[src/common/cce_pkg.sv]
package cce_pkg;

  // Address and datapath sizes
  localparam int paddr_width = 16;
  localparam int gpr_width = 16;

  // General purpose register file
  localparam int num_gpr = 4;
  localparam int gpr_sel_width = $clog2(num_gpr);

  // Microcode store
  localparam int pc_width = 8;
  localparam int ucode_depth = 2 ** pc_width;

  // Memory command type carried on the command channel
  typedef enum logic [0:0] {
    e_mem_rd = 1'b0,
    e_mem_wr = 1'b1
  } cce_mem_op_e;

endpackage

[src/design/cce_req_in.sv]
module cce_req_in (
  input  logic                            clk_i,
  input  logic                            rst_n_i,
  input  logic [cce_pkg::paddr_width-1:0] lce_req_addr_i,
  input  logic                            lce_req_v_i,
  output logic                            lce_req_yumi_o,
  output logic                            req_v_o,
  output logic [cce_pkg::paddr_width-1:0] req_addr_o,
  input  logic                            req_pop_i
);

  logic                            full_r;
  logic [cce_pkg::paddr_width-1:0] addr_r;

  // Accept only into an empty slot, so a pop never races a fill
  assign lce_req_yumi_o = lce_req_v_i && !full_r;
  assign req_v_o = full_r;
  assign req_addr_o = addr_r;

  always_ff @(posedge clk_i or negedge rst_n_i) begin
    if (!rst_n_i) begin
      full_r <= 1'b0;
    end else if (lce_req_yumi_o) begin
      full_r <= 1'b1;
    end else if (req_pop_i) begin
      full_r <= 1'b0;
    end
  end

  always_ff @(posedge clk_i) begin
    if (lce_req_yumi_o) begin
      addr_r <= lce_req_addr_i;
    end
  end

  // Execute only pops a request that is really buffered
  a_no_pop_empty: assert property (@(posedge clk_i) disable iff (!rst_n_i)
    req_pop_i |-> full_r);

endmodule

[config.mk]
export PLATFORM = sky130hd
export DESIGN_NAME = cce_req_in
export DESIGN_NICKNAME = d
export VERILOG_FILES = /design/src/common/cce_pkg.sv /design/src/design/cce_req_in.sv
export SDC_FILE = /design/constraint.sdc
export NUM_CORES = 1
export LEC_CHECK = 0
export BUFFER_PORTS_ARGS = -buffer_cell sky130_fd_sc_hd__buf_2
export CORE_MARGIN = 10
export CORE_UTILIZATION = 40
export CTS_BUF_LIST = sky130_fd_sc_hd__clkbuf_8
export DETAILED_ROUTE_END_ITERATION = 10
export HOLD_SLACK_MARGIN = 0.05
export PLACE_DENSITY_LB_ADDON = 0.25
export SLEW_MARGIN = 20
export SYNTH_ARGS = -nofsm -noshare
export SYNTH_HDL_FRONTEND = slang
export SYNTH_SLANG_ARGS = --single-unit
[constraint.sdc]
create_clock -name clk_i -period 1.7 [get_ports clk_i]
set_input_delay 0.34 -clock clk_i [delete_from_list [all_inputs] [get_ports clk_i]]
set_output_delay 0.34 -clock clk_i [all_outputs]
set_load 0.02 [all_outputs]
==> results of run 1 <==
-- critical path: stages (launching register included) --
cell	delay (ps)
dfrtp_1	420
nor2b_2	150
buf_2	180
-- state kept, by name, summed over array words and instances, names as in the netlist --
signal      cells
req_addr_o     16
req_v_o         1
-- cell families (layout without fill, tap and decap cells) --
group	after synthesis	count (layout)
flops	17	17
compound gates	1	1
buf+inv	0	43
simple gates	2	2
-- worst max-delay path by stage --
stage                            from  depth (start not counted)             end  slack [ps]
after global routing          req_v_o                          2  lce_req_yumi_o         290
after floorplan               req_v_o                          1   req_addr_o[0]         200
after detailed placement  lce_req_v_i                          3  req_addr_o[11]         560
after global placement    lce_req_v_i                          3   req_addr_o[5]         600
final                         req_v_o                          2  lce_req_yumi_o         360
after CTS                     req_v_o                          2  lce_req_yumi_o         390
-- cell type report --
type | count | area share
Tap cell | 14 | 0.02222
Clock buffer | 3 | 0.05238
Clock inverter | 1 | 0.004762
Multi-Input combinational cell | 3 | 0.02222
Sequential cell | 17 | 0.6413
Timing Repair Buffer | 39 | 0.2571
-- cells in the final DEF, fill, tap and decap left out --
cell type      count
inv_1              1
a21oi_1            1
edfxtp_1          16
buf_4              1
buf_2             37
nor2_1             1
nor2b_2            1
dlygate4sd3_1      1
dfrtp_1            1
clkbuf_8           3
-- power by group through the flow --
stage	Clock, mW	Sequential, mW	Combinational, mW
after floorplan	0	0.549	0.0174
after global placement	0	0.511	0.110
after detailed placement	0	0.511	0.112
after CTS	0.282	0.503	0.113
after global routing	0.305	0.506	0.122
final	0.279	0.503	0.112
-- per-layer routing --
metal  vias up  track usage
li1        163            -
met1       163      0.06291
met2        24       0.1402
met3         2      0.05695
met4         0      0.02048
met5         -            0
==> flow_summary_export.csv, run 1 <==
group,metric,value,unit
timing,rsz0062_at_grt,"no",
timing,period_needed,1336,ps
placement,pre_cts_slack,564.2,ps
power_and_ir_drop,p_switching,0.1989,mW
global_route,grt_pass1_vias,395,
logic_synthesis,synthAdderAreaFrac,0,
route,vias_per_cell,4.571,
clock_network,cts_resized,0,
clock_network,cts_max_path_buffers,2,
min_path,hp-class,"input pin to flip-flop",
timing,worst_pin_slew,192.4,ps
min_path,min_path_cells,1,
die,rows,12,
cells_and_area,area_growth,51.44,%
timing,fin_skew,2.739,ps
cells_and_area,fillers,85,
power_and_ir_drop,p_leak,0.3497,nW
timing,finalSetupTns,0,ps
global_route,grt_max_degree,17,
logic_synthesis,synthCells,20,
critical_path,crit_required,1360,ps
logic_synthesis,synth-compound-area-share,0.009615,
critical_path,worst_r2r_endpoint,"req_addr_o[5]",
global_route,gr-total-overflow,0,
cells_and_area,drive_gt1_frac,0.6667,
placement,gp_congestion,0.5912,
flow_run,drv_cap,0,
logic_synthesis,synth_xor_area_frac,0,
logic_synthesis,synth_edf_count,16,
clock_network,cts.htree.levels,1,
clock_network,clkSlewWorstSetupHoldPaths,60,ps
power_and_ir_drop,p_comb_frac,0.125,
timing,hold_viol_final,0,
global_route,track_usage,0.07685,
logic_synthesis,synth_area,520.5,um^2
timing,holdWs,267.6,ps
cells_and_area,n_antenna_cell,0,
logic_synthesis,async_flop_share,0.05882,
clock_network,cts_sinks,17,
power_and_ir_drop,clkPwrFrac,0.312,
timing,setup_violations,0,
route,wl_met1,381,um
power_and_ir_drop,internal-power,0.6948,mW
timing,setup_ws,363.8,ps
clock_network,holdBufCountCts,1,
logic_synthesis,avgSynthCellArea,26.02,um^2
cells_and_area,utilization,0.6731,
logic_synthesis,ys_types,5,
critical_path,rrSetupSlack,570,ps
power_and_ir_drop,peakVddDrop,0.7794,mV
timing,max-slew-margin-rel,0.8718,
route,wl,1177,um
route,wl_met2,644,um
die,die-width,56.07,um
power_and_ir_drop,power_frac_seq,0.563,
die,floorplan.initialDensity,0.4444,
logic_synthesis,yosys.area.top_type,"edfxtp_1",
logic_synthesis,yosys.area.top_type_share,0.9231,
min_path,min_to,"req_addr_o[0]",
min_path,hold_start,"lce_req_addr_i[0]",
cells_and_area,nets,84,
timing,finalMaxSlewViolations,0,
critical_path,critPathMaxFanout,4,
critical_path,worst_ep_arrival_time,1000,ps
cells_and_area,stdcell_count,77,
outcome,status,"finished, final reports clean",
die,coreArea,1171,um^2
timing,post-route-period-util,0.7860,
logic_synthesis,synth_top_family_by_area,"simple AND/OR/NAND/NOR gates",
clock_network,cts_buffers,3,
power_and_ir_drop,p_total,0.8937,mW
placement,dpl-instance-area,733.2,um^2
critical_path,reg2reg_from,"req_v_o",
cells_and_area,ff_latch_area,505.5,um^2
route,drc,0,
cells_and_area,multi_input_area,17.52,um^2
logic_synthesis,seq_area_frac_synth,0.9712,
die,die_area,3144,um^2
route,drt_iter0_drc,0,
placement,place_inst,72,
cells_and_area,final_cell_area,788.3,um^2
logic_synthesis,synthTopCellsByArea,"edfxtp_1 (92%), dfrtp_1 (4.8%), nor2b_1 (1.2%)",
power_and_ir_drop,p_per_area,1134,nW/um^2
route,avgRoutedWirePerCell,15.29,um
logic_synthesis,ys.flop_type,"edfxtp_1",
logic_synthesis,synth_common_cells,"edfxtp_1 (16), a21oi_1 (1), dfrtp_1 (1), nor2_1 (1), nor2b_1 (1)",
die,io-pin-count,38,
route,highest_layer,"met4",
global_route,grt_antenna_before_repair,0,
critical_path,path_class,"flip-flop to output pin",
logic_synthesis,yosys_warnings,0,
clock_network,cts_tree,"done",
die,fp.dieH,56.07,um
route,wl_met3,142,um
clock_network,cts_setup_buffers,0,
logic_synthesis,muxShareOfSynthArea,0,
logic_synthesis,syn_nets,40,
route,drt_first_pass_iters,1,
placement,portBuffers,37,
global_route,grt_pass1_wl,1904,um
critical_path,worstSetupStartpointType,"flip-flop",
route,via_count,352,
logic_synthesis,synth-seq-cells,17,
critical_path,cp-end-kind,"output pin",
critical_path,worstRegToRegCells,2,
clock_network,cts_root_buf,"clkbuf_8",
logic_synthesis,yosysMostFrequentCell,"edfxtp_1",
timing,timing.fmax,748.4,MHz
route,final_antenna_net_count,0,
logic_synthesis,yosys.area_share.simple,0.01923,
clock_network,worstSkewPairLatency,240,ps
power_and_ir_drop,switching_share,0.2225,
Power figures use the tool's default switching activity.
==> inputs of run 2 (changes only) <==
--- a/config.mk
+++ b/config.mk
@@ -7,7 +7,7 @@
 export LEC_CHECK = 0
 export BUFFER_PORTS_ARGS = -buffer_cell sky130_fd_sc_hd__buf_2
 export CORE_MARGIN = 10
-export CORE_UTILIZATION = 40
+export CORE_UTILIZATION = 36
 export CTS_BUF_LIST = sky130_fd_sc_hd__clkbuf_8
 export DETAILED_ROUTE_END_ITERATION = 10
 export HOLD_SLACK_MARGIN = 0.05
==> constraint.sdc (replaced) <==
create_clock -name clk_i -period 1.1 [get_ports clk_i]
set_input_delay 0.22 -clock clk_i [delete_from_list [all_inputs] [get_ports clk_i]]
set_output_delay 0.22 -clock clk_i [all_outputs]
set_load 0.02 [all_outputs]
==> run 2 against run 1 <==
The run now ends with negative setup slack left. Die area is 7.1% higher. Cell count is 5.2% higher. Flip-flop and latch count stayed put. First-iteration DRC count is 7 higher. Largest cell class unchanged.
==> flow_summary_export.csv, run 2 (same netlist as run 1, synthesis figures left out) <==
group,metric,value,unit
global_route,grt_antenna_before_repair,0,
global_route,grt_pass1_vias,414,
timing,post-route-period-util,1.047,
power_and_ir_drop,p_total,1.443,mW
placement,place_hpwl,1065,um
min_path,hp-class,"input pin to flip-flop",
die,fp.dieH,58.03,um
critical_path,slowest_delay,430,ps
die,floorplan.initialDensity,0.3902,
critical_path,worst_ep_arrival_time,930,ps
cells_and_area,n_antenna_cell,0,
route,avgRoutedWirePerCell,15.58,um
critical_path,cp-end-kind,"output pin",
outcome,violations,"negative setup slack",
placement,portBuffers,37,
clock_network,cts_sinks,17,
critical_path,cp_slowest_cell,"dfrtp_2",
placement,pre_cts_slack,54.49,ps
power_and_ir_drop,peakVddDrop,0.9112,mV
flow_run,drv_cap,0,
outcome,status,"finished with violations",
critical_path,critPathBufInv,1,
cells_and_area,drive_gt1_frac,0.6970,
route,drc,0,
cells_and_area,nets,87,
critical_path,critPathMaxFanout,3,
cells_and_area,area_growth,61.54,%
route,final_antenna_net_count,0,
critical_path,crit_required,880,ps
die,rows,13,
global_route,track_usage,0.08300,
die,die-width,58.03,um
route,via_count,357,
power_and_ir_drop,p_comb_frac,0.148,
route,drt_first_pass_iters,2,
die,coreArea,1334,um^2
critical_path,path_class,"flip-flop to output pin",
timing,rsz0062_at_grt,"yes",
global_route,grt_pass1_wl,2042,um
die,die_area,3367,um^2
critical_path,worstSetupStartpointType,"flip-flop",
power_and_ir_drop,p_leak,0.3736,nW
cells_and_area,largest_reg_flops,16,
die,io-pin-count,38,
timing,max-slew-margin-rel,0.9221,
global_route,grt_max_degree,11,
placement,gp_congestion,0.5918,
global_route,gr-total-overflow,0,
power_and_ir_drop,internal-power,1.109,mW
power_and_ir_drop,p_switching,0.3343,mW
clock_network,cts_root_buf,"clkbuf_8",
power_and_ir_drop,power_frac_seq,0.540,
clock_network,worstSkewPairLatency,250,ps
critical_path,crit_family,"flip-flops",
route,drt_iter0_drc,7,
cells_and_area,final_common_cell,"buf_2",
timing,finalMaxSlewViolations,0,
timing,worst_pin_slew,117.7,ps
timing,setup_violations,1,
clock_network,cts_max_path_buffers,2,
critical_path,worstPathCellList,"nor2b_4 -> buf_6",
route,vias_per_cell,4.407,
power_and_ir_drop,p_per_area,1716,nW/um^2
timing,period_needed,1152,ps
timing,timing.fmax,867.9,MHz
power_and_ir_drop,clkPwrFrac,0.312,
timing,fin_skew,4.404,ps
cells_and_area,mostFrequentLayoutCells,"buf_2 (36), edfxtp_1 (16), clkbuf_8 (3)",
timing,finalSetupTns,-52.18,ps
timing,setup_ws,-52.18,ps
clock_network,clkSlewWorstSetupHoldPaths,60,ps
clock_network,cts.htree.levels,1,
critical_path,rrSetupSlack,0,ps
clock_network,cts_buffers,3,
timing,hold_viol_final,0,
route,wl,1262,um
clock_network,cts_tree,"done",
power_and_ir_drop,switching_share,0.2317,
[run 2: cell type report]
class	count	area [um^2]
Sequential cell	17	506.7
Clock inverter	1	3.754
Clock buffer	3	41.29
Multi-Input combinational cell	3	22.52
Fill cell	113	493.0
Tap cell	15	18.77
Timing Repair Buffer	42	247.7
[run 2: timing repair]
action,in CTS,in global routing
hold endpoints to repair,1,0
buffers inserted,2,0
endpoints found under the setup margin,1,17
resized for setup,3,0
hold buffers,1,0
cloned,0,0
pin swaps,0,0
[run 2: worst paths after layout]
path	cells past startpoint	startpoint	endpoint
min in group asynchronous	2	rst_n_i	req_v_o
min	2	req_pop_i	req_v_o
max reg2reg	3	req_v_o	req_addr_o[7]
max	2	req_v_o	lce_req_yumi_o
max in group asynchronous	2	rst_n_i	req_v_o
min reg2reg	2	req_v_o	req_v_o
[run 2: through the flow]
stage | hold slack, ps | area (um^2) | util | std cells
after floorplan | -75.59 | 529.3 | - | 20
after global placement | -4.930 | 760.7 | 0.5704 | 74
after detailed placement | -3.930 | 760.7 | 0.5704 | 74
after CTS | 127.5 | 840.8 | 0.6304 | 81
after global routing | 130.3 | 840.8 | 0.6304 | 81
final | 126.3 | 840.8 | 0.6304 | 81
[run 2: worst register-to-register path, stage by stage (launching register included)]
cell and delay (ps):
dfrtp_2 430, nor2b_4 130, buf_4 140, buf_12 120
[run 2: power by group through the flow]
stage	Clock [mW]	Combinational, mW	Sequential (mW)
CTS	0.457	0.217	0.780
global placement	0	0.190	0.792
global route	0.500	0.228	0.783
finish	0.450	0.213	0.779
floorplan	0	0.0293	0.852
detailed placement	0	0.192	0.795
[run 2: routing by layer]
layer / track usage / up-vias / part of all wire
li1: - / 168 / -
met1: 0.07426 / 165 / 0.33
met2: 0.1350 / 20 / 0.54
met3: 0.05011 / 4 / 0.11
met4: 0.06040 / 0 / 0.023
met5: 0 / - / 0
