**src/common/cce_pkg.sv**
```systemverilog
package cce_pkg;

  // Address and datapath sizes
  localparam int paddr_width = 16;
  localparam int gpr_width = 16;

  // General purpose register file
  localparam int num_gpr = 4;
  localparam int gpr_sel_width = $clog2(num_gpr);

  // Microcode store
  localparam int pc_width = 8;
  localparam int ucode_depth = 2 ** pc_width;

  // Memory command type carried on the command channel
  typedef enum logic [0:0] {
    e_mem_rd = 1'b0,
    e_mem_wr = 1'b1
  } cce_mem_op_e;

endpackage

```
**src/common/cce_ifs.sv**
```systemverilog


// Execute to memory command output register, valid/ready
interface cce_cmd_if;

  logic                            v;
  logic [cce_pkg::paddr_width-1:0] addr;
  cce_pkg::cce_mem_op_e            op;
  logic                            ready;

  modport source (
    output v, addr, op,
    input  ready
  );

  modport sink (
    input  v, addr, op,
    output ready
  );

endinterface

```
**src/design/cce_cmd_out.sv**
```systemverilog
module cce_cmd_out (
  input  logic                            clk_i,
  input  logic                            rst_n_i,
  cce_cmd_if.sink                         cmd_if,
  output logic [cce_pkg::paddr_width-1:0] mem_cmd_addr_o,
  output cce_pkg::cce_mem_op_e            mem_cmd_op_o,
  output logic                            mem_cmd_v_o,
  input  logic                            mem_cmd_ready_i
);

  logic                            full_r;
  logic [cce_pkg::paddr_width-1:0] addr_r;
  cce_pkg::cce_mem_op_e            op_r;

  // Room when empty or when the held command leaves this cycle
  assign cmd_if.ready = !full_r || mem_cmd_ready_i;

  always_ff @(posedge clk_i or negedge rst_n_i) begin
    if (!rst_n_i) begin
      full_r <= 1'b0;
    end else if (cmd_if.v && cmd_if.ready) begin
      full_r <= 1'b1;
    end else if (mem_cmd_ready_i) begin
      full_r <= 1'b0;
    end
  end

  always_ff @(posedge clk_i) begin
    if (cmd_if.v && cmd_if.ready) begin
      addr_r <= cmd_if.addr;
      op_r <= cmd_if.op;
    end
  end

  assign mem_cmd_v_o = full_r;
  assign mem_cmd_addr_o = addr_r;
  assign mem_cmd_op_o = op_r;

  // A waiting command is neither dropped nor replaced
  a_hold_stable: assert property (@(posedge clk_i) disable iff (!rst_n_i)
    mem_cmd_v_o && !mem_cmd_ready_i |=>
      mem_cmd_v_o && $stable(mem_cmd_addr_o) && $stable(mem_cmd_op_o));

endmodule

```
**src/flat_wrapper.sv**
```systemverilog
// flat-port wrapper written by rule: the top's interface ports become plain ports
module cce_cmd_out_flat 
  (clk_i, rst_n_i, mem_cmd_addr_o, mem_cmd_op_o, mem_cmd_v_o, mem_cmd_ready_i, cmd_if_v, cmd_if_addr, cmd_if_op, cmd_if_ready);
  cce_cmd_if cmd_if_i ();
  input  logic clk_i;
  input  logic rst_n_i;
  output logic [cce_pkg::paddr_width-1:0] mem_cmd_addr_o;
  output cce_pkg::cce_mem_op_e mem_cmd_op_o;
  output logic mem_cmd_v_o;
  input  logic mem_cmd_ready_i;
  input wire logic [$bits(cmd_if_i.v)-1:0] cmd_if_v;
  input wire logic [$bits(cmd_if_i.addr)-1:0] cmd_if_addr;
  input wire logic [$bits(cmd_if_i.op)-1:0] cmd_if_op;
  output wire logic [$bits(cmd_if_i.ready)-1:0] cmd_if_ready;
  assign cmd_if_i.v = cmd_if_v;
  assign cmd_if_i.addr = cmd_if_addr;
  assign cmd_if_i.op = cmd_if_op;
  assign cmd_if_ready = cmd_if_i.ready;
  cce_cmd_out u_core (.clk_i(clk_i), .rst_n_i(rst_n_i), .cmd_if(cmd_if_i), .mem_cmd_addr_o(mem_cmd_addr_o), .mem_cmd_op_o(mem_cmd_op_o), .mem_cmd_v_o(mem_cmd_v_o), .mem_cmd_ready_i(mem_cmd_ready_i));
endmodule
```
**config.mk**
```make
export PLATFORM = sky130hd
export DESIGN_NAME = cce_cmd_out_flat
export DESIGN_NICKNAME = d
export VERILOG_FILES = /design/src/common/cce_pkg.sv /design/src/common/cce_ifs.sv /design/src/design/cce_cmd_out.sv /design/src/flat_wrapper.sv
export SDC_FILE = /design/constraint.sdc
export NUM_CORES = 1
export LEC_CHECK = 0
export BUFFER_PORTS_ARGS = -buffer_cell sky130_fd_sc_hd__buf_2
export CORE_MARGIN = 10
export CORE_UTILIZATION = 38
export DETAILED_ROUTE_END_ITERATION = 10
export PLACE_DENSITY = 0.82
export RECOVER_POWER = 25
export SLEW_MARGIN = 20
export SYNTH_ARGS = -nofsm -noshare
export SYNTH_HDL_FRONTEND = slang
export SYNTH_SLANG_ARGS = --single-unit
```
**constraint.sdc**
```tcl
create_clock -name clk_i -period 1.2 [get_ports clk_i]
set_clock_uncertainty 0.1 [all_clocks]
set_input_delay 0.24 -clock clk_i [delete_from_list [all_inputs] [get_ports clk_i]]
set_output_delay 0.24 -clock clk_i [all_outputs]
set_load 0.02 [all_outputs]
```
==> flow_summary_export.csv, run 1 <==
group,metric,value,unit
status,run_status,"finished, violations left",
status,violations,"setup timing",
critical_path,slowest_stage,"dfrtp_2",
synth,synth_cell_types,5,
clock_tree,cts_made_buffers,3,
clock_tree,htreeDepth,1,
clock_tree,cts_sinks,18,
critical_path,worstSetupEndpointType,"output pin",
synth,yosysWarnings,0,
place,preCtsSetupSlack,0.02492,ns
route,highest_layer,"met4",
worst_hold_path,worst_hold_startpoint,"cmd_if_addr[8]",
synth,syn-num-nets,42,
power_and_ir_drop,total_power,1.250,mW
route,drt-total-wl,1316,um
critical_path,rrSetupSlack,0.02,ns
timing,maxSlewViolCount,0,
cells_and_area,drive_gt1_share,71.21,%
timing,fmax,0.8062,GHz
timing,worst_pin_slew,0.2140,ns
synth,ys_seq_area_share,94.90,%
job,cap_violations,0,
power_and_ir_drop,seq_power_share,59.2,%
critical_path,slowest_delay,0.43,ns
die,core,1350,um^2
critical_path,worstReg2RegEnd,"u_core.mem_cmd_addr_o[4]",
critical_path,crit_arrival,0.90,ns
route,drt_iter0_markers,5,
route,dr_wl_met2,657,um
critical_path,crit_type,"flop to output pin",
timing,fin_hold_ws,0.02794,ns
grt,grt_pass1_wl,1959,um
worst_hold_path,min_to,"u_core.mem_cmd_addr_o[8]",
route,wl_per_cell,16.25,um
route,met1Wirelength,458,um
route,via_count,349,
place,place.gp.congestion,0.6120,
route,drt-vias-per-instance,4.309,
power_and_ir_drop,intPower,0.9871,mW
critical_path,r2r_start,"u_core.mem_cmd_v_o",
timing,max_slew_margin,85.73,%
route,ant_nets,0,
die,dieArea,3426,um^2
grt,grt_pass1_vias,383,
grt,antenna_found_initial,0,
die,std_cell_rows,13,
worst_hold_path,hold_depth,1,
synth,synth-seq-cells,18,
power_and_ir_drop,p_leak,0.3874,nW
timing,setup_viol,2,
critical_path,start_kind,"flop",
cells_and_area,nets,88,
timing,hold_viol,0,
place,numPortBuffers,39,
route,drc,0,
synth,yosys.area.top_type,"edfxtp_1",
timing,fin_crit,1.240,ns
clock_tree,clk_latency,0.28,ns
timing,fin_ws,-0.04036,ns
cells_and_area,antenna_cells,0,
power_and_ir_drop,clkPwrFrac,28.1,%
power_and_ir_drop,p_per_area,1415,nW/um^2
clock_tree,cts_tree,"built",
synth,synth_area,564.3,um^2
power_and_ir_drop,p_sw,0.2624,mW
critical_path,cp_cell_sequence,"nand2b_4 -> buf_6",
die,die_w,58.54,um
route,routed-wl-met3,172,um
synth,avgSynthCellArea,26.87,um^2
synth,ys_top_cells_by_area,"edfxtp_1 (90%), dfrtp_1 (4.4%), nand2b_4 (2.4%), and2_4 (1.6%), nand2b_1 (1.1%)",
clock_tree,cts_buffer_depth,2,
die,die_y,58.54,um
grt,grt-ovfl-total,0,
critical_path,crit_fanout,3,
critical_path,cp.required,0.86,ns
timing,rsz0062_at_grt,"true",
grt,track_usage,7.879,%
worst_hold_path,hold_path.class,"input pin to flop",
power_and_ir_drop,ir_drop,0.0008847,V
power_and_ir_drop,combinationalPowerShare,12.6,%
synth,synth.top_cell.area_share,90.47,%
die,initial_core_util,41.80,%
route,dr.pass1.iters,4,
timing,post-route-period-util,103.4,%
power_and_ir_drop,swShare,21.00,%
grt,grt_max_degree,18,
synth,synth_cells,21,
clock_tree,clk_pin_slew,0.09,ns
critical_path,rr_worst_depth,2,
cells_and_area,areaGrowthSynthToFinish,56.54,%
cells_and_area,stdcell_area,883.3,um^2
clock_tree,cts_root_buf,"clkbuf_4",
timing,setup_tns,-0.05296,ns
die,ioPinCount,40,
place,place_area,779.5,um^2
-- per-layer routing --
metal	vias up	track usage, %
li1	170	-
met1	155	7.379
met2	22	12.29
met3	2	3.433
met4	0	8.054
met5	-	0
-- flip-flops by register name, summed over array words and instances (netlist names) --
name                   count
u_core.mem_cmd_op_o        1
u_core.mem_cmd_addr_o     16
u_core.mem_cmd_v_o         1
-- final cells by class --
cell class,instances,area (um^2)
Sequential cell,18,536.8
Fill cell,98,466.7
Timing Repair Buffer,41,262.8
Clock buffer,4,36.28
Multi-Input combinational cell,3,28.78
Tap cell,15,18.77
-- cells by family (layout without fill, tap and decap cells) --
| logic type | Yosys count | count (layout) | synth area share (%) |
|---|---|---|---|
| flip-flops | 18 | 18 | 94.90 |
| AND/OR/NAND/NOR | 3 | 3 | 5.100 |
| buffers and inverters | 0 | 45 | 0 |
-- critical path: cells and delay by family (launching register included) --
family / cells / cell delay [ns]
AND/OR/NAND/NOR: 1 / 0.08
flip-flops: 1 / 0.43
buffers and inverters: 1 / 0.11
-- power by group through the flow --
| stage | registers, mW | logic (mW) | clock network, mW |
|---|---|---|---|
| after global routing | 0.743 | 0.171 | 0.387 |
| after floorplan | 0.797 | 0.0227 | 0 |
| final | 0.740 | 0.158 | 0.351 |
| after CTS | 0.737 | 0.148 | 0.359 |
| after detailed placement | 0.752 | 0.139 | 0 |
| after global placement | 0.750 | 0.136 | 0 |
-- through the flow --
stage          util (%)  std cells
2_1_floorplan         -         21
3_3_place_gp      57.74         75
3_5_place_dp      57.74         75
4_1_cts           62.19         81
5_1_grt           65.43         81
6_report          65.43         81
-- how the worst max path moves through the flow --
| stage | from | to | slack (ns) | depth (start not counted) |
|---|---|---|---|---|
| after floorplan | u_core.mem_cmd_v_o | u_core.mem_cmd_addr_o[0] | -0.04 | 2 |
| after CTS | u_core.mem_cmd_v_o | cmd_if_ready | -0.05 | 2 |
| after global routing | u_core.mem_cmd_v_o | cmd_if_ready | -0.09 | 2 |
| after detailed placement | u_core.mem_cmd_v_o | u_core.mem_cmd_addr_o[13] | 0.02 | 2 |
| after global placement | u_core.mem_cmd_v_o | u_core.mem_cmd_op_o | 0.04 | 2 |
| final | u_core.mem_cmd_v_o | cmd_if_ready | -0.04 | 2 |
-- cells in the final DEF (no fill, tap or decap) --
master          n
and2_4          1
nand2b_1        1
buf_4           1
buf_2          31
clkbuf_8        1
clkbuf_4        3
dfrtp_2         1
nand2b_4        1
buf_6           8
dlygate4sd3_1   1
edfxtp_1       17
-- synth_stat cells --
cell	number
dfrtp_1	1
nand2b_1	1
and2_4	1
edfxtp_1	17
nand2b_4	1
-- what timing repair did --
item                       in CTS  in global routing
hold buffers                    1                  0
setup endpoints to repair       2                 26
hold endpoints to repair        1                  0
buffers inserted                1                  0
gates resized for setup         2                 14
No activity file was read; power rests on OpenSTA's default activity.
==> run 2, diff against run 1 <==
CORE_UTILIZATION = 40   (was 38)
PLACE_DENSITY = 0.86   (was 0.82)
clock period = 1.49 ns   (was 1.2 ns; I/O delays follow)
==> run 2 against run 1 <==
The flow now finishes without violations. Register-to-register slack improved by 0.30 ns. Non-clock buffer count fell by 1. Sequential share of layout area increased by 5.0 points. Final cell count down 1.2%. Critical endpoint unchanged. Largest cell class unchanged. Largest power group unchanged. Highest routed layer is now met3.
==> flow_summary_export.csv, run 2 (same netlist as run 1, synthesis figures left out) <==
group,metric,value,unit
status,run_status,"completed",
cells_and_area,areaGrowthSynthToFinish,44.35,%
die,die_y,57.56,um
route,drc,0,
worst_hold_path,hold_path.class,"input pin to flop",
grt,antenna_found_initial,0,
clock_tree,clk_latency,0.28,ns
route,ant_nets,0,
power_and_ir_drop,swShare,22.24,%
die,ioPinCount,40,
critical_path,rr_worst_depth,2,
clock_tree,cts_root_buf,"clkbuf_4",
critical_path,start_kind,"flop",
power_and_ir_drop,p_per_area,1148,nW/um^2
grt,grt_pass1_wl,1883,um
critical_path,worstReg2RegEnd,"u_core.mem_cmd_addr_o[12]",
timing,fin_crit,1.332,ns
timing,setup_viol,0,
clock_tree,cts_sinks,18,
grt,grt_max_degree,18,
grt,grt_pass1_vias,408,
clock_tree,post-cts-setup-buffers,0,
cells_and_area,nFillCells,99,
route,dr.pass1.iters,2,
cells_and_area,final_common_cell,"buf_2",
route,drt-total-wl,1278,um
clock_tree,htreeDepth,1,
timing,maxSlewViolCount,0,
timing,max_slew_margin,85.66,%
clock_tree,cts_buffer_depth,2,
route,routed-wl-met3,228,um
power_and_ir_drop,ir_drop,0.0006653,V
grt,track_usage,7.500,%
die,core,1318,um^2
route,highest_layer,"met3",
route,wl_per_cell,15.98,um
timing,fin_hold_ws,0.08176,ns
cells_and_area,largest_reg_flops,16,
critical_path,rrSetupSlack,0.32,ns
cells_and_area,drive_gt1_share,67.69,%
die,dieArea,3313,um^2
power_and_ir_drop,seq_power_share,63.4,%
timing,hold_viol,0,
cells_and_area,antenna_cells,0,
power_and_ir_drop,clkPwrFrac,24.7,%
clock_tree,clk_pin_slew,0.09,ns
power_and_ir_drop,combinationalPowerShare,11.9,%
critical_path,crit_fanout,3,
place,preCtsSetupSlack,0.2923,ns
power_and_ir_drop,intPower,0.7273,mW
clock_tree,cts_tree,"built",
critical_path,crit_arrival,0.93,ns
route,met1Wirelength,419,um
die,die_w,57.56,um
route,drt_iter0_markers,5,
power_and_ir_drop,p_leak,0.3605,nW
job,cap_violations,0,
clock_tree,cts_made_buffers,3,
die,initial_core_util,42.83,%
power_and_ir_drop,p_sw,0.2081,mW
route,drt-vias-per-instance,4.288,
critical_path,worstSetupEndpointType,"output pin",
critical_path,r2r_start,"u_core.mem_cmd_v_o",
die,std_cell_rows,13,
cells_and_area,mostFrequentLayoutCells,"buf_2 (39), edfxtp_1 (17), clkbuf_4 (3)",
grt,grt-ovfl-total,0,
timing,worst_pin_slew,0.2151,ns
critical_path,cp.required,1.09,ns
route,dr_wl_met2,630,um
timing,fin_ws,0.1578,ns
timing,rsz0062_at_grt,"false",
worst_hold_path,hold_depth,1,
worst_hold_path,worst_hold_startpoint,"cmd_if_addr[11]",
timing,post-route-period-util,89.41,%
cells_and_area,nets,87,
route,via_count,343,
place,numPortBuffers,39,
timing,fmax,0.7506,GHz
timing,setup_tns,0,ns
critical_path,crit_type,"flop to output pin",
worst_hold_path,min_to,"u_core.mem_cmd_addr_o[11]",
place,place.gp.congestion,0.6758,
## run 2: cell count changes in the layout (fill, tap and decap cells not counted), sizes merged
cell	previous run	this run
buf	40	39
clkbuf	4	3
clkinv	0	1
## run 2: layer usage
layer | track usage, % | vias up
met2 | 11.81 | 24
met4 | 5.034 | 0
li1 | - | 170
met3 | 6.195 | 0
met5 | 0 | -
met1 | 6.194 | 149
## run 2: final cells by class
class / count / area, um^2 / share of cell area [%]
clock inverters: 1 / 3.754 / 0.4608
flip-flops and latches: 18 / 535.5 / 65.75
multi-input cells: 3 / 28.78 / 3.533
clock buffers: 3 / 22.52 / 2.765
repair buffers: 40 / 205.2 / 25.19
well taps: 15 / 18.77 / 2.304
## run 2: how the worst max path moves through the flow
stage                                  start                        end  slack [ns]  cells past startpoint
after floorplan           u_core.mem_cmd_v_o   u_core.mem_cmd_addr_o[0]        0.22                      2
after global placement       mem_cmd_ready_i  u_core.mem_cmd_addr_o[14]        0.32                      3
after detailed placement     mem_cmd_ready_i   u_core.mem_cmd_addr_o[6]        0.29                      3
after CTS                 u_core.mem_cmd_v_o               cmd_if_ready        0.14                      2
after global routing      u_core.mem_cmd_v_o               cmd_if_ready        0.11                      2
final                     u_core.mem_cmd_v_o               cmd_if_ready        0.16                      2
## run 2: critical path, stage by stage, from the launching register on
cell      delay, ns
dfrtp_1        0.41
nand2b_4       0.08
buf_2          0.16
## run 2: metrics by stage
| step | utilization, % | instances | total power, mW | instance area, um^2 |
|---|---|---|---|---|
| 2_1_floorplan | - | 21 | 0.6599 | 564.3 |
| 4_1_cts | 61.82 | 80 | 0.9500 | 814.5 |
| 5_1_grt | 61.82 | 80 | 0.9789 | 814.5 |
| 3_3_place_gp | 59.07 | 75 | 0.7127 | 778.2 |
| 6_report | 61.82 | 80 | 0.9354 | 814.5 |
| 3_5_place_dp | 59.07 | 75 | 0.7165 | 778.2 |
## run 2: timing repair
action,4_1_cts,5_1_grt
endpoints found under the hold margin,1,0
setup endpoints to repair,0,0
gates resized for setup,0,0
hold buffers,1,0
## run 2: power by group through the flow
stage	clock, mW	sequential [mW]	combinational, mW
2_1_floorplan	0	0.642	0.0182
3_3_place_gp	0	0.604	0.109
3_5_place_dp	0	0.605	0.111
4_1_cts	0.243	0.594	0.113
5_1_grt	0.264	0.596	0.119
6_report	0.231	0.593	0.111
==> run 3, diff against run 2 <==
ABC_AREA = 1   (was not set)
GPL_TIMING_DRIVEN = 0   (was not set)
SKIP_LAST_GASP = 1   (was not set)
==> run 3 against run 2 <==
Clock power barely moved. Sequential power barely moved. Clock-buffer cell count did not move. Via count rose by 2.9%. Total power fell by 0.20%. Combinational power barely moved. Worst setup slack got worse by 0.026 ns. Maximum frequency fell by 1.9%. Area after synthesis fell by 1.6%. Critical path depth fell by 1.
==> flow_summary_export.csv, run 3 <==
group,metric,value,unit
route,drt-vias-per-instance,4.305,
critical_path,rr_worst_depth,1,
grt,track_usage,7.966,%
critical_path,crit_type,"flop to flop",
synth,synthFlopType,"edfxtp_1",
clock_tree,post-cts-setup-buffers,0,
route,dr_wl_met2,771,um
die,dieArea,3279,um^2
cells_and_area,mostFrequentLayoutCells,"buf_2 (39), edfxtp_1 (17), clkbuf_4 (3), inv_1 (2), nand2_1 (2)",
power_and_ir_drop,seq_power_share,63.6,%
critical_path,crit_fanout,17,
synth,synth_area,555.5,um^2
die,die_w,57.27,um
critical_path,path_delay_family,"compound AO/OA/AOI/OAI gates",
timing,rsz0062_at_grt,"false",
synth,yosysWarnings,0,
place,numPortBuffers,39,
critical_path,cp_cell_sequence,"a21oi_4",
route,via_count,353,
die,std_cell_rows,13,
critical_path,critical_path_cell_count,1,
route,highest_layer,"met3",
place,place.gp.congestion,0.6249,
critical_path,rrSetupSlack,0.13,ns
route,ant_nets,0,
cells_and_area,multi_input_area,23.77,um^2
clock_tree,cts_root_buf,"clkbuf_4",
power_and_ir_drop,p_leak,0.3639,nW
die,core,1301,um^2
timing,worst_pin_slew,0.5278,ns
cells_and_area,drive_gt1_share,64.18,%
critical_path,slowest_delay,0.47,ns
timing,hold_viol,0,
clock_tree,cts_sinks,18,
clock_tree,cts_made_buffers,3,
route,drc,0,
timing,maxSlewViolCount,0,
timing,post-route-period-util,91.16,%
cells_and_area,areaGrowthSynthToFinish,47.07,%
route,drt-total-wl,1338,um
critical_path,cp.buffers_inverters,0,
timing,fmax,0.7362,GHz
route,routed-wl-met3,165,um
critical_path,worstSetupEndpointType,"flop",
cells_and_area,nFillCells,106,
power_and_ir_drop,clkPwrFrac,24.5,%
cells_and_area,final_common_cell,"buf_2",
synth,async_reset_ff_share,5.556,%
timing,fin_crit,1.358,ns
synth,synth.top_cell.area_share,91.89,%
clock_tree,cts_tree,"built",
synth,synth_cell_types,5,
critical_path,cp-startpoint,"u_core.mem_cmd_v_o",
critical_path,critPathCapture,"u_core.mem_cmd_addr_o[2]",
timing,fin_hold_ws,0.08672,ns
critical_path,start_kind,"flop",
timing,max_slew_margin,64.74,%
die,die_y,57.27,um
status,run_status,"completed",
route,drt_iter0_markers,2,
route,wl_per_cell,16.32,um
synth,synth_cells,23,
cells_and_area,area.sequential,535.5,um^2
worst_hold_path,hold_path.class,"input pin to flop",
grt,grt-ovfl-total,0,
clock_tree,clk_latency,0.27,ns
route,dr.pass1.iters,4,
critical_path,cp.required,1.31,ns
synth,avgSynthCellArea,24.15,um^2
power_and_ir_drop,swShare,22.39,%
clock_tree,clk_pin_slew,0.10,ns
clock_tree,postCtsResizedCells,0,
timing,setup_tns,0,ns
synth,yosys.area.top_type,"edfxtp_1",
cells_and_area,nets,89,
power_and_ir_drop,p_sw,0.2090,mW
critical_path,slowest_stage,"a21oi_4",
grt,grt_pass1_vias,401,
route,met1Wirelength,401,um
critical_path,crit_arrival,1.18,ns
timing,setup_viol,0,
synth,ys_top_cells_by_area,"edfxtp_1 (92%), dfrtp_1 (4.5%), inv_1 (1.4%), nand2_1 (1.4%), a21oi_1 (0.90%)",
synth,synth_edf_count,17,
grt,grt_max_degree,18,
clock_tree,cts_buffer_depth,2,
synth,synth-seq-cells,18,
power_and_ir_drop,intPower,0.7245,mW
job,cap_violations,0,
power_and_ir_drop,p_per_area,1143,nW/um^2
clock_tree,htreeDepth,1,
synth,synth_most_common_cell,"edfxtp_1",
grt,grt_pass1_wl,2014,um
synth,synthTopCellsByCount,"edfxtp_1 (17), inv_1 (2), nand2_1 (2)",
synth,ys_seq_area_share,96.40,%
die,initial_core_util,42.69,%
cells_and_area,antenna_cells,0,
die,ioPinCount,40,
critical_path,r2r_start,"u_core.mem_cmd_v_o",
power_and_ir_drop,ir_drop,0.0006810,V
synth,syn-num-nets,44,
grt,antenna_found_initial,0,
critical_path,worstReg2RegEnd,"u_core.mem_cmd_addr_o[2]",
power_and_ir_drop,combinationalPowerShare,11.8,%
cells_and_area,largest_reg_flops,16,
## run 3: timing repair
item | 4_1_cts | 5_1_grt
endpoints found under the setup margin | 0 | 0
hold endpoints to repair | 1 | 0
hold buffers | 1 | 0
## run 3: metrics by stage
stage	total power, mW	setup slack (ns)	instances	util, %	instance area (um^2)
2_1_floorplan	0.6599	0.1464	23	-	566.8
3_3_place_gp	0.7122	0.1476	77	60.00	780.7
3_5_place_dp	0.7179	0.1174	77	60.00	780.7
4_1_cts	0.9414	0.1204	82	62.79	817.0
5_1_grt	0.9777	0.06490	82	62.79	817.0
6_report	0.9335	0.1317	82	62.79	817.0
## run 3: logic make-up after synthesis
group / share of synthesized area [%]
compound gates: 0.9000
buf+inv: 1.352
flops: 96.40
simple gates: 1.352
## run 3: metal layers
layer | vias up | global-route usage [%]
met1 | 163 | 7.330
li1 | 173 | -
met3 | 0 | 4.867
met5 | - | 0
met4 | 0 | 2.013
met2 | 17 | 14.42
## run 3: cell type report
| cell class | instances | area share (%) |
|---|---|---|
| Clock buffer | 3 | 2.757 |
| Clock inverter | 1 | 0.4594 |
| Inverter | 2 | 0.9188 |
| Multi-Input combinational cell | 3 | 2.910 |
| Sequential cell | 18 | 65.54 |
| Tap cell | 15 | 2.297 |
| Timing Repair Buffer | 40 | 25.11 |
## run 3: how the worst min path moves through the flow
stage,to,depth (start not counted),slack [ns],startpoint
5_1_grt,u_core.mem_cmd_addr_o[1],1,0.07,cmd_if_addr[1]
6_report,u_core.mem_cmd_addr_o[7],1,0.09,cmd_if_addr[7]
3_3_place_gp,u_core.mem_cmd_v_o,1,-0.03,rst_n_i
3_5_place_dp,u_core.mem_cmd_v_o,1,-0.02,rst_n_i
4_1_cts,u_core.mem_cmd_addr_o[7],1,0.08,cmd_if_addr[7]
2_1_floorplan,u_core.mem_cmd_v_o,0,-0.1,rst_n_i
## run 3: power by group through the flow
stage                     clock network (mW)  logic [mW]  registers (mW)
after floorplan                            0      0.0176           0.642
after global placement                     0       0.108           0.604
after detailed placement                   0       0.112           0.606
after CTS                              0.233       0.114           0.595
after global routing                   0.261       0.120           0.597
final                                  0.229       0.111           0.594
