<file path="src/common/cce_pkg.sv">
package cce_pkg;

  // Address and datapath sizes
  localparam int paddr_width = 16;
  localparam int gpr_width = 16;

  // General purpose register file
  localparam int num_gpr = 4;
  localparam int gpr_sel_width = $clog2(num_gpr);

  // Microcode store
  localparam int pc_width = 8;
  localparam int ucode_depth = 2 ** pc_width;

  // Memory command type carried on the command channel
  typedef enum logic [0:0] {
    e_mem_rd = 1'b0,
    e_mem_wr = 1'b1
  } cce_mem_op_e;

endpackage

</file>
<file path="src/common/cce_inst_pkg.sv">
package cce_inst_pkg;

  localparam int inst_width = 26;

  // Microcode opcodes, unused codes decode as nop
  typedef enum logic [3:0] {
    e_nop   = 4'd0,
    e_movi  = 4'd1,
    e_add   = 4'd2,
    e_sub   = 4'd3,
    e_addi  = 4'd4,
    e_beq   = 4'd5,
    e_bne   = 4'd6,
    e_jmp   = 4'd7,
    e_popq  = 4'd8,
    e_pushq = 4'd9
  } cce_opcode_e;

  // Instruction word, op in the top bits
  typedef struct packed {
    cce_opcode_e                        op;
    logic [cce_pkg::gpr_sel_width-1:0] rd;
    logic [cce_pkg::gpr_sel_width-1:0] ra;
    logic [cce_pkg::gpr_sel_width-1:0] rb;
    // Branch targets use the low pc_width bits
    logic [cce_pkg::gpr_width-1:0]     imm;
  } cce_inst_s;

endpackage

</file>
<file path="src/common/cce_ifs.sv">
// Fetch stage to decode/execute stage
interface cce_fetch_if;

  // PC of the word currently on inst
  logic [cce_pkg::pc_width-1:0] pc;
  cce_inst_pkg::cce_inst_s      inst;
  logic                         inst_v;

  // Back from execute
  logic                         stall;
  logic                         redirect;
  logic [cce_pkg::pc_width-1:0] redirect_pc;

  modport fetch (
    output pc, inst, inst_v,
    input  stall, redirect, redirect_pc
  );

  modport exec (
    input  pc, inst, inst_v,
    output stall, redirect, redirect_pc
  );

endinterface

// Execute to memory command output register, valid/ready
interface cce_cmd_if;

  logic                            v;
  logic [cce_pkg::paddr_width-1:0] addr;
  cce_pkg::cce_mem_op_e            op;
  logic                            ready;

  modport source (
    output v, addr, op,
    input  ready
  );

  modport sink (
    input  v, addr, op,
    output ready
  );

endinterface

</file>
<file path="src/design/cce_exec.sv">
module cce_exec (
  input  logic                            clk_i,
  input  logic                            rst_n_i,
  cce_fetch_if.exec                       fetch_if,
  input  logic                            req_v_i,
  input  logic [cce_pkg::paddr_width-1:0] req_addr_i,
  output logic                            req_pop_o,
  cce_cmd_if.source                       cmd_if
);

  cce_inst_pkg::cce_inst_s inst;

  logic [cce_pkg::num_gpr-1:0][cce_pkg::gpr_width-1:0] gpr_r;

  logic [cce_pkg::gpr_width-1:0] src_a;
  logic [cce_pkg::gpr_width-1:0] src_b;
  logic [cce_pkg::gpr_width-1:0] alu_res;
  logic                          gpr_we;
  logic                          is_pop;
  logic                          is_push;
  logic                          taken;
  logic                          stall;

  assign inst = fetch_if.inst;
  assign src_a = gpr_r[inst.ra];
  assign src_b = gpr_r[inst.rb];

  // Decode and ALU
  always_comb begin
    alu_res = '0;
    gpr_we = 1'b0;
    is_pop = 1'b0;
    is_push = 1'b0;
    taken = 1'b0;
    case (inst.op)
      cce_inst_pkg::e_movi: begin
        alu_res = inst.imm;
        gpr_we = 1'b1;
      end
      cce_inst_pkg::e_add: begin
        alu_res = src_a + src_b;
        gpr_we = 1'b1;
      end
      cce_inst_pkg::e_sub: begin
        alu_res = src_a - src_b;
        gpr_we = 1'b1;
      end
      cce_inst_pkg::e_addi: begin
        alu_res = src_a + inst.imm;
        gpr_we = 1'b1;
      end
      cce_inst_pkg::e_beq: taken = (src_a == src_b);
      cce_inst_pkg::e_bne: taken = (src_a != src_b);
      cce_inst_pkg::e_jmp: taken = 1'b1;
      cce_inst_pkg::e_popq: begin
        alu_res = req_addr_i;
        gpr_we = 1'b1;
        is_pop = 1'b1;
      end
      cce_inst_pkg::e_pushq: is_push = 1'b1;
      default: alu_res = '0;
    endcase
  end

  // Wait on an empty request buffer or a full command register
  assign stall = fetch_if.inst_v && ((is_pop && !req_v_i) || (is_push && !cmd_if.ready));
  assign fetch_if.stall = stall;

  // Branches resolve here, fetch has already moved on to pc+1
  assign fetch_if.redirect = fetch_if.inst_v && taken;
  assign fetch_if.redirect_pc = inst.imm[cce_pkg::pc_width-1:0];

  assign req_pop_o = fetch_if.inst_v && is_pop && !stall;

  assign cmd_if.v = fetch_if.inst_v && is_push;
  assign cmd_if.addr = src_a;
  assign cmd_if.op = cce_pkg::cce_mem_op_e'(inst.imm[0]);

  always_ff @(posedge clk_i or negedge rst_n_i) begin
    if (!rst_n_i) begin
      gpr_r <= '0;
    end else if (fetch_if.inst_v && gpr_we && !stall) begin
      gpr_r[inst.rd] <= alu_res;
    end
  end

  // One bubble after a taken branch, then the target word
  a_redirect_target: assert property (@(posedge clk_i) disable iff (!rst_n_i)
    fetch_if.redirect |=> !fetch_if.inst_v ##1
      (!fetch_if.inst_v || fetch_if.pc == $past(fetch_if.redirect_pc, 2)));

endmodule

</file>
<file path="src/flat_wrapper.sv">
// flat-port wrapper written by rule: the top's interface ports become plain ports
module cce_exec_flat 
  (clk_i, rst_n_i, req_v_i, req_addr_i, req_pop_o, fetch_if_pc, fetch_if_inst, fetch_if_inst_v, fetch_if_stall, fetch_if_redirect, fetch_if_redirect_pc, cmd_if_v, cmd_if_addr, cmd_if_op, cmd_if_ready);
  cce_fetch_if fetch_if_i ();
  cce_cmd_if cmd_if_i ();
  input  logic clk_i;
  input  logic rst_n_i;
  input  logic req_v_i;
  input  logic [cce_pkg::paddr_width-1:0] req_addr_i;
  output logic req_pop_o;
  input wire logic [$bits(fetch_if_i.pc)-1:0] fetch_if_pc;
  input wire logic [$bits(fetch_if_i.inst)-1:0] fetch_if_inst;
  input wire logic [$bits(fetch_if_i.inst_v)-1:0] fetch_if_inst_v;
  output wire logic [$bits(fetch_if_i.stall)-1:0] fetch_if_stall;
  output wire logic [$bits(fetch_if_i.redirect)-1:0] fetch_if_redirect;
  output wire logic [$bits(fetch_if_i.redirect_pc)-1:0] fetch_if_redirect_pc;
  output wire logic [$bits(cmd_if_i.v)-1:0] cmd_if_v;
  output wire logic [$bits(cmd_if_i.addr)-1:0] cmd_if_addr;
  output wire logic [$bits(cmd_if_i.op)-1:0] cmd_if_op;
  input wire logic [$bits(cmd_if_i.ready)-1:0] cmd_if_ready;
  assign fetch_if_i.pc = fetch_if_pc;
  assign fetch_if_i.inst = fetch_if_inst;
  assign fetch_if_i.inst_v = fetch_if_inst_v;
  assign fetch_if_stall = fetch_if_i.stall;
  assign fetch_if_redirect = fetch_if_i.redirect;
  assign fetch_if_redirect_pc = fetch_if_i.redirect_pc;
  assign cmd_if_v = cmd_if_i.v;
  assign cmd_if_addr = cmd_if_i.addr;
  assign cmd_if_op = cmd_if_i.op;
  assign cmd_if_i.ready = cmd_if_ready;
  cce_exec u_core (.clk_i(clk_i), .rst_n_i(rst_n_i), .fetch_if(fetch_if_i), .req_v_i(req_v_i), .req_addr_i(req_addr_i), .req_pop_o(req_pop_o), .cmd_if(cmd_if_i));
endmodule
</file>
<file path="config.mk">
export PLATFORM = sky130hd
export DESIGN_NAME = cce_exec_flat
export DESIGN_NICKNAME = d
export VERILOG_FILES = /design/src/common/cce_pkg.sv /design/src/common/cce_inst_pkg.sv /design/src/common/cce_ifs.sv /design/src/design/cce_exec.sv /design/src/flat_wrapper.sv
export SDC_FILE = /design/constraint.sdc
export NUM_CORES = 1
export LEC_CHECK = 0
export BUFFER_PORTS_ARGS = -buffer_cell sky130_fd_sc_hd__buf_2
export CORE_MARGIN = 2
export CORE_UTILIZATION = 40
export CTS_CLUSTER_SIZE = 20
export DETAILED_ROUTE_END_ITERATION = 10
export PLACE_DENSITY = 0.67
export SYNTH_ARGS = -nofsm -noshare
export SYNTH_HDL_FRONTEND = slang
export SYNTH_SLANG_ARGS = --single-unit
</file>
<file path="constraint.sdc">
create_clock -name clk_i -period 3.55 [get_ports clk_i]
set_input_delay 0.5325 -clock clk_i [delete_from_list [all_inputs] [get_ports clk_i]]
set_output_delay 0.5325 -clock clk_i [all_outputs]
set_load 0.01 [all_outputs]
</file>
==> flow_summary.ini, run 1 <==
[status]
status = finished clean

[synth]
ys_seq_area_share_pct = 28.8
synth_enable_flop_cells = 0
synthCells = 606
synth.distinct_cells = 67
synth-main-ff-cell = dfrtp_1
synthArstFlopShare_pct = 100
syn_area_um2 = 5560
syn_nets = 693
synth-seq-cells = 64
ys_warn_count = 0
syn_avg_cell_area_um2 = 9.18

[timing]
setup-violations-final = 0
setup_slack_ns = 0.0895
finalCriticalPeriod_ns = 3.46
skew_ns = 0.00437
tns_ns = 0
maxSlewHeadroom_pct = 27.7
hold_violations = 0
worst_slew_pin_slew_ns = 1.08
fin_crit_sh_pct = 97.5
fmax_mhz = 289
finalMaxSlewViolations = 0

[clocking]
holdBufCountCts = 0
clock-root-buffer = clkbuf_16
path_clk_slew_ns = 0.05
clk_latency_ns = 0.33
clk_path_buf_depth = 2
cts_max_level = 3
cts_tree = yes
clock_sinks = 64
cts_buffers = 9

[global_route]
antenna_found_initial = 0
grt_max_degree = 51
grt_pass1_vias = 5746
grt_pass1_wl_um = 28500
grt_usage_pct = 24.8
grt_overflow = 0

[job]
drv_cap = 0

[placed_design]
dp_hpwl_um = 14000
dp_slack_ns = -0.303
gp_routability_congestion = 0.993
io_buffers = 75

[detailed_routing]
vias = 5534
wirelength_um = 17800
ant_nets = 0
route.detailed.drc = 0
drt_iter0_markers = 553
routed_via_density = 6.00
drt-pass1-iter-count = 5
wl_per_cell_um = 19.2

[floorplanning]
die_h_um = 122
start_util_pct = 40.5
dieArea_um2 = 14900
io_pins = 84
num_rows = 43
fp.dieW_um = 122
core_area_um2 = 13700

[power]
irDropWorstVdd_mv = 0.289
p_total_mw = 5.70
leakagePower_nw = 3.19
power_density_nw_per_um2 = 806

[layout]
largest_register_ffs = 64
top_register = u_core.gpr_r
antenna_cells = 0
largest_registers = u_core.gpr_r x64
final_core_util_pct = 51.5
areaGrowthSynthToFinish_pct = 27.1
nets = 825
layout_common_cells = buf_4 (86), buf_2 (74), nor2_1 (71)
drive_above_1_share_pct = 32.8
final_common_cell = buf_4

[critical_path]
arrival_ns = 2.93
reg2reg_depth = 11
end_kind = output pin
crit_required_ns = 3.02
worstPathMaxFanout = 15
startpoint_type = primary input
worstSetupPathType = in2out

[min_path]
hold_path_class = in2async
==> cell type report <==
cell class	count	area, um^2
well taps	180	225
inverters	27	101
multi-input cells	472	3720
clock buffers	10	229
repair buffers	164	1080
flip-flops and latches	64	1600
fillers	1262	6650
clock inverters	6	108
==> power breakdown <==
part | internal [mW] | switching [mW]
Combinational | 1.71 | 1.86
Clock | 0.682 | 0.304
Sequential | 0.964 | 0.176
Total | 3.35 | 2.34
==> critical path: stages <==
cell and delay [ns]:
buf_2 0.12, buf_12 0.19, mux4_2 0.63, ha_4 0.34, nand2_1 0.10, nor3_2 0.25, nand4_1 0.22, nor2_1 0.14
a21oi_1 0.05, and3b_1 0.22, buf_2 0.13
==> path summary, 6_finish.rpt <==
kind | start | endpoint | slack [ns]
max in group asynchronous | rst_n_i | u_core.gpr_r[58] | 2.37
worst max register to register | u_core.gpr_r[48] | u_core.gpr_r[10] | 0.13
worst min register to register | u_core.gpr_r[49] | u_core.gpr_r[49] | 0.52
worst max-delay path | fetch_if_inst[18] | fetch_if_redirect | 0.09
min in group clk_i | u_core.gpr_r[49] | u_core.gpr_r[49] | 0.52
worst min-delay path | rst_n_i | u_core.gpr_r[48] | 0.41
==> synth_stat cells (3+ instances only) <==
cell type	instances	area (um^2)
nand3_1	9	45.0
clkbuf_1	18	67.6
a211o_1	6	52.6
o22ai_1	3	18.8
nand4_1	4	25.0
mux2i_1	6	60.1
and2_1	6	37.5
o221ai_1	3	26.3
ha_1	30	375
nand2_1	47	176
nor2b_1	3	18.8
a221oi_1	4	35.0
a21oi_1	40	200
nor3_1	8	40.0
a311o_1	3	30.0
o21a_1	6	45.0
buf_2	16	80.1
nand2b_1	6	37.5
a31oi_1	33	206
a22oi_1	8	60.1
a41oi_1	5	43.8
xor2_1	7	61.3
or3_1	5	31.3
buf_4	9	67.6
o211ai_1	3	22.5
mux2_2	13	146
a21o_1	14	105
mux4_2	32	721
nor2_1	71	267
dfrtp_1	64	1600
xnor2_1	9	78.8
o21ai_0	36	180
inv_1	27	101
a211oi_1	5	37.5
o32ai_1	3	26.3
and3_1	3	18.8
nor3b_1	3	22.5
==> per-layer routing <==
| metal | global-route usage (%) | part of all wire [%] | up-vias |
|---|---|---|---|
| li1 | - | - | 2559 |
| met1 | 30.6 | 41 | 2735 |
| met2 | 42.8 | 50 | 198 |
| met3 | 3.84 | 5.8 | 42 |
| met4 | 11.5 | 3.0 | 0 |
| met5 | 0 | 0 | - |
==> what timing repair did <==
item	CTS	global route
buffers inserted	0	1
pin swaps	0	5
endpoints found under the setup margin	1	38
resized for setup	1	10
==> kinds of logic after synthesis <==
group | after synthesis | synth area share [%]
buffers and inverters | 70 | 5.69
multiplexers | 51 | 16.7
flip-flops | 64 | 28.8
AO/OA/AOI/OAI | 194 | 23.4
adder cells (fa/ha/maj) | 32 | 7.47
AND/OR/NAND/NOR | 179 | 15.4
XOR/XNOR | 16 | 2.52
==> through the flow <==
step	area, um^2	hold WS (ns)	std cells
floorplan	5640	0.237	606
global placement	6680	0.477	906
detailed placement	6680	0.507	906
CTS	7020	0.438	922
global route	7070	0.506	923
finish	7070	0.412	923
Power figures use the tool's default switching activity.
==> inputs of run 2 (changes only) <==
--- a/config.mk
+++ b/config.mk
@@ -5,12 +5,14 @@
 export SDC_FILE = /design/constraint.sdc
 export NUM_CORES = 1
 export LEC_CHECK = 0
+export ABC_AREA = 1
 export BUFFER_PORTS_ARGS = -buffer_cell sky130_fd_sc_hd__buf_2
 export CORE_MARGIN = 2
 export CORE_UTILIZATION = 40
 export CTS_CLUSTER_SIZE = 20
 export DETAILED_ROUTE_END_ITERATION = 10
-export PLACE_DENSITY = 0.67
+export PLACE_DENSITY = 0.66
+export SKIP_CTS_REPAIR_TIMING = 1
 export SYNTH_ARGS = -nofsm -noshare
 export SYNTH_HDL_FRONTEND = slang
 export SYNTH_SLANG_ARGS = --single-unit
==> flow_summary.ini, run 2 <==
[power]
p_clk_share_pct = 27.0
p_total_mw = 3.22
seqPwrFrac_pct = 30.3
p_sw_mw = 1.27
internal_power_mw = 1.95
leakagePower_nw = 3.82
power_density_nw_per_um2 = 460
p_sw_share_pct = 39.4
irDropWorstVdd_mv = 0.374
comb_power_share_pct = 42.7

[synth]
synth-simple-area-share_pct = 40.7
synthMuxAreaShare_pct = 0
synthAdderAreaFrac_pct = 6.99
synth_top_family_by_area = simple AND/OR/NAND/NOR gates
synthCells = 974
synth_xor_area_share_pct = 0
ys_top_cells_by_area = dfrtp_1 (27%), nand2_1 (26%), ha_1 (6.3%)
yosysMostFrequentCell = nand2_1
syn_area_um2 = 5940
ys_warn_count = 0
synth-seq-cells = 64
synth_compound_gate_area_share_pct = 15.0
syn_avg_cell_area_um2 = 6.10
syn_nets = 1061
synth_enable_flop_cells = 0
synthArstFlopShare_pct = 100
synth_top_area_share_pct = 26.9
synth_common_cells = nand2_1 (415), inv_1 (99), o21ai_0 (67), dfrtp_1 (64), nor2_1 (63)
yosysTopAreaCell = dfrtp_1
synth-main-ff-cell = dfrtp_1
ys_seq_area_share_pct = 26.9
synth.distinct_cells = 34

[layout]
largest_registers = u_core.gpr_r x64
nets = 1149
areaGrowthSynthToFinish_pct = 17.8
layout_common_cells = nand2_1 (415), inv_1 (98), buf_2 (74)
top_register = u_core.gpr_r
layoutNonFillerInstCount = 1250
antenna_cells = 0
largest_register_ffs = 64
drive_above_1_share_pct = 14.9
final_common_cell = nand2_1
stdcell_area_um2 = 7000

[critical_path]
rr_endpoint = u_core.gpr_r[26]
startpoint_type = primary input
arrival_ns = 2.85
worstSetupPathType = in2out
crit_top_cell = nand2_1
end_kind = output pin
cpPeakStageDelay_ns = 0.45
cp_slowest_cell = o22ai_1
crit_chain = clkbuf_4 -> buf_4 -> o21ai_0 -> o22ai_1 -> ha_1 -> nand2_1 -> nor3_2 -> nand4_1 -> nand2_1 -> nand3_1 -> nor2_1 -> buf_2
worstPathMaxFanout = 24
reg2reg_slack_ns = 0.72
reg2reg_depth = 17
crit_required_ns = 3.02
r2r_start = u_core.gpr_r[32]

[clocking]
cts_buffers = 9
cts_max_level = 3
cts_tree = yes
clock-root-buffer = clkbuf_16
path_clk_slew_ns = 0.05
clk_path_buf_depth = 2
clk_latency_ns = 0.33
clock_sinks = 64

[timing]
setup_slack_ns = 0.170
fin_crit_sh_pct = 95.2
setup-violations-final = 0
finalMaxSlewViolations = 0
fmax_mhz = 296
maxSlewHeadroom_pct = 36.8
finalCriticalPeriod_ns = 3.38
rsz0062_at_grt = false
worst_slew_pin_slew_ns = 0.948
hold_violations = 0
tns_ns = 0
skew_ns = 0.00500

[floorplanning]
die_h_um = 126
num_rows = 44
dieArea_um2 = 15900
io_pins = 84
core_area_um2 = 14500
start_util_pct = 40.9
fp.dieW_um = 126

[placed_design]
place_area_um2 = 6680
dp_slack_ns = 0.0882
io_buffers = 75
gp_routability_congestion = 0.979
dpl.cell_count = 1232
dp_hpwl_um = 14700

[detailed_routing]
route.detailed.drc = 0
ant_nets = 0
wirelength_um = 19600
vias = 6651
drt-pass1-iter-count = 5
wl_per_cell_um = 15.6
routed_via_density = 5.32
drt_iter0_markers = 668

[job]
drv_cap = 0

[global_route]
antenna_found_initial = 0
grt_usage_pct = 24.3
grt_overflow = 0
grt_pass1_vias = 5898
grt_max_degree = 26
grt_pass1_wl_um = 30600

[status]
status = finished clean

[min_path]
hold_path_class = in2async
## run 2: changes by cell type after synthesis, sizes merged, moves of 11 or more
cell and change:
nand2 +369, inv +75, nand3 +48, a31oi -33, mux4 -32, o21ai +31
a21o -13, mux2 -13, nand3b +12, o22ai +11, or2 +11
## run 2: cells by family after synthesis
| family | count (synthesis) |
|---|---|
| AOI/OAI and AO/OA | 149 |
| adders and majority gates | 32 |
| buffers and inverters | 147 |
| DFF | 64 |
| and+or+nand+nor | 582 |
## run 2: layer usage
layer	global-route usage, %	wire (um)	vias to the layer above
met4	8.60	648	0
met5	0	0	-
met3	3.02	1230	44
met1	34.2	8910	3048
met2	38.7	8770	251
li1	-	-	3308
## run 2: layout make-up
type / count / area, um^2
multi-input combinational: 763 / 3730
clock inverter: 4 / 45.0
tap: 184 / 230
timing repair buffer: 121 / 761
fill: 1540 / 7530
clock buffer: 11 / 243
sequential: 64 / 1600
inverter: 103 / 390
## run 2: critical path: cells and delay by family
family / cells / cell delay [ns]
simple gates: 6 / 0.75
fa+ha+maj: 1 / 0.31
buf+inv: 3 / 0.67
compound gates: 2 / 0.59
## run 2: worst max-delay path by stage
| stage | endpoint | startpoint | cells past startpoint |
|---|---|---|---|
| 3_5_place_dp | fetch_if_redirect | fetch_if_inst[18] | 13 |
| 2_1_floorplan | fetch_if_redirect | fetch_if_inst[18] | 15 |
| 6_report | fetch_if_redirect | fetch_if_inst[18] | 12 |
| 4_1_cts | fetch_if_redirect | fetch_if_inst[18] | 13 |
| 3_3_place_gp | fetch_if_redirect | fetch_if_inst[18] | 13 |
| 5_1_grt | fetch_if_redirect | fetch_if_inst[18] | 12 |
## run 2: through the flow
stage,hold slack (ns),utilization (%)
CTS,0.152,47.9
detailed placement,0.479,46.0
floorplan,0.237,-
global placement,0.475,46.0
global route,0.179,48.2
finish,0.147,48.2
## run 2: power by group through the flow
| stage | Clock [mW] | Sequential, mW | Combinational [mW] |
|---|---|---|---|
| 6_report | 0.870 | 0.976 | 1.38 |
| 5_1_grt | 0.914 | 0.992 | 1.55 |
| 4_1_cts | 0.882 | 0.972 | 1.35 |
| 3_5_place_dp | 0 | 0.983 | 1.35 |
| 3_3_place_gp | 0 | 0.980 | 1.33 |
| 2_1_floorplan | 0 | 0.957 | 0.935 |
==> inputs of run 3 (changes only) <==
--- a/config.mk
+++ b/config.mk
@@ -7,11 +7,12 @@
 export LEC_CHECK = 0
 export ABC_AREA = 1
 export BUFFER_PORTS_ARGS = -buffer_cell sky130_fd_sc_hd__buf_2
+export CAP_MARGIN = 20
 export CORE_MARGIN = 2
-export CORE_UTILIZATION = 40
+export CORE_UTILIZATION = 45
 export CTS_CLUSTER_SIZE = 20
 export DETAILED_ROUTE_END_ITERATION = 10
-export PLACE_DENSITY = 0.66
+export PLACE_DENSITY = 0.73
 export SKIP_CTS_REPAIR_TIMING = 1
 export SYNTH_ARGS = -nofsm -noshare
 export SYNTH_HDL_FRONTEND = slang
==> flow_summary.ini, run 3 (synthesized netlist as in run 2, its figures left out) <==
[detailed_routing]
wirelength_um = 19000
drt-pass1-iter-count = 7
drt_iter0_markers = 867
wl_per_cell_um = 15.5
ant_nets = 0
vias = 6594
routed_via_density = 5.36
route.detailed.drc = 0

[global_route]
antenna_found_initial = 0
grt_max_degree = 26
grt_usage_pct = 27.5
grt_pass1_vias = 6157
grt_pass1_wl_um = 31100
grt_overflow = 0

[clocking]
cts_buffers = 9
clk_latency_ns = 0.34
clock-root-buffer = clkbuf_16
cts_tree = yes
cts_max_level = 3
clock_sinks = 64
clk_path_buf_depth = 2
path_clk_slew_ns = 0.05

[layout]
areaGrowthSynthToFinish_pct = 16.9
layout_common_cells = nand2_1 (415), inv_1 (99), buf_2 (75)
largest_register_ffs = 64
antenna_cells = 0
largest_registers = u_core.gpr_r x64
nets = 1141
top_register = u_core.gpr_r
nFillCells = 1264
final_common_cell = nand2_1
drive_above_1_share_pct = 14.2

[floorplanning]
io_pins = 84
start_util_pct = 46.5
fp.dieW_um = 119
num_rows = 41
dieArea_um2 = 14100
die_h_um = 119
core_area_um2 = 12800

[critical_path]
crit_required_ns = 3.02
end_kind = output pin
worstPathMaxFanout = 25
startpoint_type = primary input
worstSetupPathType = in2out
arrival_ns = 2.86

[timing]
setup-violations-final = 0
maxSlewHeadroom_pct = 39.5
finalCriticalPeriod_ns = 3.39
fin_crit_sh_pct = 95.6
fmax_mhz = 295
worst_slew_pin_slew_ns = 0.907
skew_ns = 0.00627
finalMaxSlewViolations = 0
tns_ns = 0
rsz0062_at_grt = false
setup_slack_ns = 0.156
hold_violations = 0

[power]
irDropWorstVdd_mv = 0.406
p_total_mw = 3.28
power_density_nw_per_um2 = 472
leakagePower_nw = 3.80

[placed_design]
dp_hpwl_um = 14100
gp_routability_congestion = 0.936
io_buffers = 75
dp_slack_ns = 0.184

[job]
drv_cap = 0

[min_path]
hold_path_class = in2async

[status]
status = finished clean
## run 3: changes by cell type in the layout (fill, tap and decap cells not counted)
cell / previous run / this run
clkbuf_4: 1 / 0
buf_2: 74 / 75
clkinvlp_4: 1 / 2
inv_1: 98 / 99
buf_4: 43 / 35
clkinv_2: 3 / 1
bufinv_16: 1 / 2
nor3_2: 2 / 1
nor3_1: 4 / 5
## run 3: metal layers
metal	wire [um]	global-route usage, %	vias up
met5	0	0	-
met4	583	11.1	0
met3	1240	4.84	47
met2	8620	43.2	272
met1	8580	37.5	2982
li1	-	-	3293
## run 3: final cells by class
class | instances | area [um^2] | area share (%)
flip-flops and latches | 64 | 1600 | 23.0
clock buffers | 11 | 243 | 3.49
well taps | 172 | 215 | 3.10
clock inverters | 5 | 80.1 | 1.15
multi-input cells | 763 | 3720 | 53.6
repair buffers | 113 | 698 | 10.0
inverters | 103 | 387 | 5.56
## run 3: path summary, 6_finish.rpt
kind,from,to,slack (ns),cells after the start
max in group asynchronous,rst_n_i,u_core.gpr_r[6],2.65,2
setup reg to reg,u_core.gpr_r[0],u_core.gpr_r[28],0.69,17
hold / removal,rst_n_i,u_core.gpr_r[44],0.17,1
hold reg to reg,u_core.gpr_r[16],u_core.gpr_r[16],0.49,2
min in group clk_i,u_core.gpr_r[16],u_core.gpr_r[16],0.49,2
setup / recovery,fetch_if_inst[17],fetch_if_redirect,0.16,14
## run 3: critical path, stage by stage
cell     delay (ns)
buf_2          0.17
inv_2          0.40
a21oi_1        0.08
a32o_1         0.27
ha_1           0.36
nand2_1        0.09
inv_1          0.07
nand2_1        0.10
nor3_1         0.24
nand4_1        0.18
nand2_1        0.09
nand3_1        0.06
nor2_1         0.08
buf_2          0.13
## run 3: metrics by stage
step                std cells  util, %  hold WS, ns  instance area (um^2)
floorplan                 974        -        0.237                  5940
global placement         1215     51.9        0.473                  6630
detailed placement       1215     51.9        0.477                  6630
CTS                      1231     54.4        0.179                  6950
global route             1231     54.4        0.201                  6950
finish                   1231     54.4        0.167                  6950
## run 3: power by group
| group | internal (mW) | switching [mW] | total [mW] |
|---|---|---|---|
| Sequential | 0.874 | 0.102 | 0.976 |
| Clock | 0.632 | 0.329 | 0.961 |
| Combinational | 0.502 | 0.843 | 1.35 |
| Total | 2.01 | 1.27 | 3.28 |
